File: src/hw/axil_consts.svh
`ifndef AXIL_CONSTS_SVH
`define AXIL_CONSTS_SVH

// Bus widths
`define AXIL_ADDR_W 64
`define AXIL_DATA_W 64
`define AXIL_STRB_W 8

// Register window
`define AXIL_REG_CNT 4

// Byte offset inside one 64-bit register
`define AXIL_ADDR_LSB 3

// Index bits right above the byte offset
`define AXIL_IDX_W 2

// AXI response codes
`define AXIL_RESP_OKAY 2'b00
`define AXIL_RESP_SLVERR 2'b10

`endif

File: src/hw/axil_pkg.sv
`include "axil_consts.svh"

package axil_pkg;

	// Plain vectors for the widths on the bus
	typedef logic [`AXIL_ADDR_W-1:0] addr_t;
	typedef logic [`AXIL_DATA_W-1:0] data_t;
	typedef logic [`AXIL_STRB_W-1:0] strb_t;
	typedef logic [1:0] resp_t;

	// Register select field of the address
	typedef logic [`AXIL_IDX_W-1:0] reg_idx_t;

	// One captured write, address and data taken together
	typedef struct packed
	{
		addr_t addr;
		data_t data;
		strb_t strb;
	} wr_req_t;

	// Answer of the bank to a read address
	typedef struct packed
	{
		data_t data;
		resp_t resp;
	} rd_rsp_t;

	// Write channel FSM
	typedef enum logic [1:0]
	{
		W_IDLE,
		W_ACCEPT,
		W_RESP
	} wr_state_t;

endpackage

File: src/hw/axil_read_channel.sv
`timescale 1ns/1ps

`include "axil_consts.svh"

module axil_read_channel
(
	input  logic               S_AXI_ACLK,
	input  logic               S_AXI_ARESETN,

	input  axil_pkg::addr_t    araddr,
	input  logic               arvalid,
	output logic               arready,

	output axil_pkg::data_t    rdata,
	output axil_pkg::resp_t    rresp,
	output logic               rvalid,
	input  logic               rready,

	output axil_pkg::addr_t    rd_addr,
	input  axil_pkg::rd_rsp_t  rd_rsp
);

	// Address taken, data not yet registered
	logic rd_pend;

	logic ar_hs;

	assign ar_hs = arready && arvalid;

	always_ff @(posedge S_AXI_ACLK)
	begin
		if (!S_AXI_ARESETN)
		begin
			arready <= 1'b0;
			rd_pend <= 1'b0;
			rvalid  <= 1'b0;
		end
		else
		begin
			// One-cycle pulse, only with nothing in flight
			arready <= !arready && arvalid && !rd_pend && !rvalid;
			rd_pend <= ar_hs;

			if (rd_pend)
				rvalid <= 1'b1;
			else if (rready)
				rvalid <= 1'b0;
		end
	end

	always_ff @(posedge S_AXI_ACLK)
	begin
		if (ar_hs)
			rd_addr <= araddr;
	end

	// Snapshot of the selected register
	always_ff @(posedge S_AXI_ACLK)
	begin
		if (rd_pend)
		begin
			rdata <= rd_rsp.data;
			rresp <= rd_rsp.resp;
		end
	end

	// No new AR while the data is still waiting
	a_no_ar_on_r: assert property (@(posedge S_AXI_ACLK) disable iff (!S_AXI_ARESETN)
		!(arready && rvalid));

	a_rvalid_hold: assert property (@(posedge S_AXI_ACLK) disable iff (!S_AXI_ARESETN)
		rvalid && !rready |=> rvalid && $stable(rdata) && $stable(rresp));

endmodule

File: src/hw/axil_reg_bank.sv
`timescale 1ns/1ps

`include "axil_consts.svh"

module axil_reg_bank
(
	input  logic               S_AXI_ACLK,
	input  logic               S_AXI_ARESETN,

	input  axil_pkg::wr_req_t  wr_req,
	input  logic               wr_en,
	output axil_pkg::resp_t    wr_resp,

	input  axil_pkg::addr_t    rd_addr,
	output axil_pkg::rd_rsp_t  rd_rsp
);

	localparam int HI_LSB = `AXIL_ADDR_LSB + `AXIL_IDX_W;

	axil_pkg::data_t [`AXIL_REG_CNT-1:0] regs;

	axil_pkg::reg_idx_t wr_idx;
	axil_pkg::reg_idx_t rd_idx;
	logic               wr_ok;
	logic               rd_ok;

	// Anything set above the index field is outside the window
	function automatic logic in_window(input axil_pkg::addr_t a);
		return (a[`AXIL_ADDR_W-1:HI_LSB] == '0);
	endfunction

	assign wr_idx = wr_req.addr[`AXIL_ADDR_LSB +: `AXIL_IDX_W];
	assign rd_idx = rd_addr[`AXIL_ADDR_LSB +: `AXIL_IDX_W];

	assign wr_ok = in_window(wr_req.addr);
	assign rd_ok = in_window(rd_addr);

	assign wr_resp = wr_ok ? `AXIL_RESP_OKAY : `AXIL_RESP_SLVERR;

	// Byte lanes follow the strobe
	always_ff @(posedge S_AXI_ACLK)
	begin
		if (!S_AXI_ARESETN)
			regs <= '0;
		else if (wr_en && wr_ok)
		begin
			for (int b = 0; b < `AXIL_STRB_W; b++)
			begin
				if (wr_req.strb[b])
					regs[wr_idx][b*8 +: 8] <= wr_req.data[b*8 +: 8];
			end
		end
	end

	// Read mux
	always_comb
	begin
		if (rd_ok)
		begin
			rd_rsp.data = regs[rd_idx];
			rd_rsp.resp = `AXIL_RESP_OKAY;
		end
		else
		begin
			// zero data on a miss
			rd_rsp.data = '0;
			rd_rsp.resp = `AXIL_RESP_SLVERR;
		end
	end

	a_oor_write_noop: assert property (@(posedge S_AXI_ACLK) disable iff (!S_AXI_ARESETN)
		wr_en && !wr_ok |=> $stable(regs));

endmodule

File: src/hw/axil_reg_top.sv
`timescale 1ns/1ps

`include "axil_consts.svh"

module axil_reg_top
(
	input  logic             S_AXI_ACLK,
	input  logic             S_AXI_ARESETN,

	input  axil_pkg::addr_t  S_AXI_AWADDR,
	input  logic [2:0]       S_AXI_AWPROT,
	input  logic             S_AXI_AWVALID,
	output logic             S_AXI_AWREADY,

	input  axil_pkg::data_t  S_AXI_WDATA,
	input  axil_pkg::strb_t  S_AXI_WSTRB,
	input  logic             S_AXI_WVALID,
	output logic             S_AXI_WREADY,

	output axil_pkg::resp_t  S_AXI_BRESP,
	output logic             S_AXI_BVALID,
	input  logic             S_AXI_BREADY,

	input  axil_pkg::addr_t  S_AXI_ARADDR,
	input  logic [2:0]       S_AXI_ARPROT,
	input  logic             S_AXI_ARVALID,
	output logic             S_AXI_ARREADY,

	output axil_pkg::data_t  S_AXI_RDATA,
	output axil_pkg::resp_t  S_AXI_RRESP,
	output logic             S_AXI_RVALID,
	input  logic             S_AXI_RREADY
);

	// Write path into the bank
	axil_pkg::wr_req_t wr_req;
	logic              wr_en;
	axil_pkg::resp_t   wr_resp;

	// Read path
	axil_pkg::addr_t   rd_addr;
	axil_pkg::rd_rsp_t rd_rsp;

	axil_write_channel u_wr
	(
		.S_AXI_ACLK    (S_AXI_ACLK),
		.S_AXI_ARESETN (S_AXI_ARESETN),
		.awaddr        (S_AXI_AWADDR),
		.awvalid       (S_AXI_AWVALID),
		.awready       (S_AXI_AWREADY),
		.wdata         (S_AXI_WDATA),
		.wstrb         (S_AXI_WSTRB),
		.wvalid        (S_AXI_WVALID),
		.wready        (S_AXI_WREADY),
		.bresp         (S_AXI_BRESP),
		.bvalid        (S_AXI_BVALID),
		.bready        (S_AXI_BREADY),
		.wr_req        (wr_req),
		.wr_en         (wr_en),
		.wr_resp       (wr_resp)
	);

	axil_read_channel u_rd
	(
		.S_AXI_ACLK    (S_AXI_ACLK),
		.S_AXI_ARESETN (S_AXI_ARESETN),
		.araddr        (S_AXI_ARADDR),
		.arvalid       (S_AXI_ARVALID),
		.arready       (S_AXI_ARREADY),
		.rdata         (S_AXI_RDATA),
		.rresp         (S_AXI_RRESP),
		.rvalid        (S_AXI_RVALID),
		.rready        (S_AXI_RREADY),
		.rd_addr       (rd_addr),
		.rd_rsp        (rd_rsp)
	);

	axil_reg_bank u_bank
	(
		.S_AXI_ACLK    (S_AXI_ACLK),
		.S_AXI_ARESETN (S_AXI_ARESETN),
		.wr_req        (wr_req),
		.wr_en         (wr_en),
		.wr_resp       (wr_resp),
		.rd_addr       (rd_addr),
		.rd_rsp        (rd_rsp)
	);

endmodule

File: src/hw/axil_write_channel.sv
`timescale 1ns/1ps

`include "axil_consts.svh"

module axil_write_channel
(
	input  logic               S_AXI_ACLK,
	input  logic               S_AXI_ARESETN,

	input  axil_pkg::addr_t    awaddr,
	input  logic               awvalid,
	output logic               awready,

	input  axil_pkg::data_t    wdata,
	input  axil_pkg::strb_t    wstrb,
	input  logic               wvalid,
	output logic               wready,

	output axil_pkg::resp_t    bresp,
	output logic               bvalid,
	input  logic               bready,

	output axil_pkg::wr_req_t  wr_req,
	output logic               wr_en,
	input  axil_pkg::resp_t    wr_resp
);

	axil_pkg::wr_state_t state;

	logic both_valid;

	assign both_valid = awvalid && wvalid;

	// Address and data are accepted in the same single cycle
	assign awready = (state == axil_pkg::W_ACCEPT);
	assign wready  = (state == axil_pkg::W_ACCEPT);

	// Bank is written on the edge that closes the accept cycle
	assign wr_en = (state == axil_pkg::W_ACCEPT);

	assign bvalid = (state == axil_pkg::W_RESP);

	always_ff @(posedge S_AXI_ACLK)
	begin
		if (!S_AXI_ARESETN)
			state <= axil_pkg::W_IDLE;
		else
		begin
			case (state)
				axil_pkg::W_IDLE:
				begin
					if (both_valid)
						state <= axil_pkg::W_ACCEPT;
				end
				axil_pkg::W_ACCEPT:
				begin
					state <= axil_pkg::W_RESP;
				end
				axil_pkg::W_RESP:
				begin
					// Next write waits for the B handshake
					if (bready)
						state <= axil_pkg::W_IDLE;
				end
				default:
				begin
					state <= axil_pkg::W_IDLE;
				end
			endcase
		end
	end

	// Request payload
	always_ff @(posedge S_AXI_ACLK)
	begin
		if ((state == axil_pkg::W_IDLE) && both_valid)
		begin
			wr_req.addr <= awaddr;
			wr_req.data <= wdata;
			wr_req.strb <= wstrb;
		end
	end

	// Response follows the decode of the captured address
	always_ff @(posedge S_AXI_ACLK)
	begin
		if (state == axil_pkg::W_ACCEPT)
			bresp <= wr_resp;
	end

	// Ready pair rises together and only while the master still offers both
	a_ready_pair: assert property (@(posedge S_AXI_ACLK) disable iff (!S_AXI_ARESETN)
		(awready == wready) && (!awready || both_valid));

	// B stays put until taken
	a_bvalid_hold: assert property (@(posedge S_AXI_ACLK) disable iff (!S_AXI_ARESETN)
		bvalid && !bready |=> bvalid && $stable(bresp));

endmodule

File: config.mk
export PLATFORM = sky130hd
export DESIGN_NAME = axil_reg_top
export DESIGN_NICKNAME = d
export VERILOG_FILES = /design/src/hw/axil_pkg.sv /design/src/hw/axil_read_channel.sv /design/src/hw/axil_reg_bank.sv /design/src/hw/axil_reg_top.sv /design/src/hw/axil_write_channel.sv
export VERILOG_INCLUDE_DIRS = /design/src /design/src/hw
export SDC_FILE = /design/constraint.sdc
export NUM_CORES = 1
export LEC_CHECK = 0
export BUFFER_PORTS_ARGS = -buffer_cell sky130_fd_sc_hd__clkbuf_2
export CAP_MARGIN = 0
export CORE_AREA = 2 2 184 186
export CTS_CLUSTER_DIAMETER = 150
export CTS_CLUSTER_SIZE = 12
export DETAILED_ROUTE_END_ITERATION = 10
export DIE_AREA = 0 0 186 188
export PLACE_DENSITY = 0.87
export SLEW_MARGIN = 10
export SYNTH_ARGS = -nofsm -noshare
export SYNTH_HDL_FRONTEND = slang
export SYNTH_SLANG_ARGS = --single-unit
File: constraint.sdc
create_clock -name S_AXI_ACLK -period 25.2 [get_ports S_AXI_ACLK]
set_clock_uncertainty 0.2 [all_clocks]
set_input_delay 1.26 -clock S_AXI_ACLK [delete_from_list [all_inputs] [get_ports S_AXI_ACLK]]
set_output_delay 1.26 -clock S_AXI_ACLK [all_outputs]
set_load 0.02 [all_outputs]
==> results.md <==
- Logic pwr share: 2.9%
- WP data arrival: 3.39 ns
- Core area: 33,100 um2
- Iter 0 DRT Violations: 832
- Critical path's largest stage delay: 0.75 ns
- Post-synth EDFFs: 260
- Boundary Pins: 286
- Syn_area_per_cell: 14.1 um2
- Top-area cell type share of the netlist area: 39.4%
- Final Hold Slack: 0.255 ns
- Total number of vias: 11.9k
- Worst Tran Pin Value: 1.06 ns
- Main synth FF type: dfxtp_1
- Sequential share of power: 55.8%
- Clock share of power: 41.3%
- Critical Path Start Type: flop
- P&R area growth vs syn: 14.6%
- RSZ-0062 raised after global routing: false
- Top cells by count, synth: nand2_1 (322), dfxtp_1 (261), edfxtp_1 (260)
- Synth async-reset ratio: 0%
- CTS Hold Bufs: 0
- Ratio of cells with drive above 1 in the final layout: 24.4%
- Non-filler cells, final: 2,137
- CP delay by family, top: buffers and inverters
- Cell chain of the critical path: buf_4, buf_4, mux4_2, nor2b_1
- Post-CTS Setup Repair Bufs: 0
- Critical path's most frequent cell: buf_4
- Tot GR Track Use: 24.3%
- Setup TNS: 0 ns
- Num CTS Buffers: 49
- Sw Ratio: 21.1%
- H-tree Lvls: 2
- Clk_lat worst skew: 0.60 ns
- Nets@finish: 1,864
- Final Hold Fails: 0
- Initial Util: 59.8%
- Wirelength per Cell: 19.3 um
- F_max: 0.302 GHz
- Initial antenna violation count: 1
- Post_cts resized: 0
- Status: completed
- Die width: 186 um
- Synth top area cells: edfxtp_1 (39%), dfxtp_1 (26%), mux2i_1 (13%)
- CTS tree: built
- Worst path slowest cell: edfxtp_1
- Placer Congestion: 0.784
- Vias in the first global route: 12.5k
- Setup violators final: 0
- Drc violations: 0
- Sequential-to-total area share from yosys stat: 65.8%
- Inst Count DP: 2,048
- Die area: 35,000 um2
- Synth Warn #: 0
- Maximum buffer depth of the clock tree: 3
- Int Pwr: 1290 uW
- Switch Pwr: 344 uW
- Root Buffer: clkbuf_16
- Post-Syn Area: 19,800 um2
- CP Capture Type: flop
- Static leakage: 0.00854 uW
- Post-DP HPWL: 26,000 um
- Worst Hold Class: flop to flop
- Pwr Density: 71.8 nW/um2
- Post-DR vias/cell: 5.56
- Most numerous cell in the Yosys netlist: nand2_1
- Global-route wire length before repair: 64,900 um
- Buf+Inv Stages, Crit Path: 2
- Worst vdd ir: 0.0744 mV
- CP Class: flop to flop
- Period minus WS final: 3.31 ns
- #FFs+latches synth: 521
- Row cnt: 67
- Fin. max-slew vios: 0
- Reg-to-reg setup timing slack: 21.89 ns
- Gr ovfl total: 0
- Yosys cell types: 26
- Largest net degree at the start of global routing: 122
- Drt total wl: 41,300 um
- Required time of the critical path: 25.28 ns
- Die height: 188 um
- Worst-path clk slew: 0.06 ns
- Synth area leader: edfxtp_1
- Cells after Synth: 1,405
- Port Buffers: 271
- Clock Sinks: 521
- Max-slew headroom: 29.1%
- Antenna-violating nets left: 0
- Max Cap Violations: 0
- Pre-antenna DRT Iters: 5
- Fillers: 2,194
- Crit share post-route: 13.1%
- Crit Path Max Fanout: 29
==> power by group through the flow <==
stage / Clock [uW] / Combinational [uW] / Sequential (uW)
floorplan: 0 / 22.8 / 930
detailed placement: 0 / 47.1 / 928
CTS: 686 / 47.4 / 910
global route: 721 / 51.8 / 911
global placement: 0 / 45.2 / 928
finish: 675 / 47.1 / 910
==> per-stage QoR <==
step	setup slack (ns)	instance area, um2	util [%]	total power, uW
global route	21.64	22700	68.6	1680
CTS	21.79	22700	68.6	1640
detailed placement	21.70	21300	64.2	975
floorplan	13.91	19800	-	952
finish	21.89	22700	68.6	1630
global placement	21.82	21300	64.2	973
==> worst min-delay path: stages (launching register included) <==
cell     delay (ns)
dfxtp_1        0.31
nand2_1        0.05
mux2i_1        0.05
==> worst paths after layout <==
kind | start | end | depth (start not counted)
max reg2reg | u_rd.rd_addr[3] | u_rd.rdata[3] | 4
min reg2reg | u_bank.regs[222] | u_bank.regs[222] | 2
max | u_rd.rd_addr[3] | u_rd.rdata[3] | 4
min | u_bank.regs[222] | u_bank.regs[222] | 2
==> sequential cells by signal (all words and copies together) (netlist names), 2 cells and up <==
register      flops
u_bank.regs     256
u_rd.rd_addr     61
u_rd.rdata       64
u_wr.state        2
u_wr.wr_req     133
==> kinds of logic (layout without fill, tap and decap cells) <==
kind of cell,count (synthesis),count (layout),synth area share (%)
other,1,3,0.0189
AOI/OAI and AO/OA,2,2,0.0758
DFF,521,521,65.8
muxes,320,320,20.2
and+or+nand+nor,474,474,11.1
buffers and inverters,87,369,2.80
==> cell type report <==
class                           instances  area, um2  share of cell area, %
Antenna cell                            1       2.50                 0.0110
Clock inverter                          4       77.6                  0.342
Clock buffer                           84       1360                   5.98
Multi-Input combinational cell        798       6240                   27.5
Timing Repair Buffer                  281       1440                   6.35
Sequential cell                       521      13000                   57.4
Tap cell                              448        561                   2.47
==> layout by cell type (no fill, tap or decap), types with 2 or more instances in the layout <==
cell type,netlist,layout
nor3_1,3,2
clkbuf_2,2,270
clkbuf_16,0,49
nand3_1,3,3
mux2i_1,256,256
nand4_1,6,6
nor4_1,27,27
o21a_1,2,2
dfxtp_1,261,260
edfxtp_1,260,260
buf_4,5,10
conb_1,1,2
inv_6,0,2
clkinv_16,0,2
clkbuf_1,42,35
and3_1,25,25
nor2b_1,70,70
or4_1,3,3
nand3_2,8,8
mux4_2,64,64
nand2_1,322,322
==> per-layer routing <==
layer	vias up	wire [um]	global-route usage, %
li1	5531	-	-
met1	5856	16600	29.8
met2	396	20700	40.6
met3	108	2350	5.81
met4	0	1670	11.1
met5	-	0	0
Power figures use the tool's default switching activity.
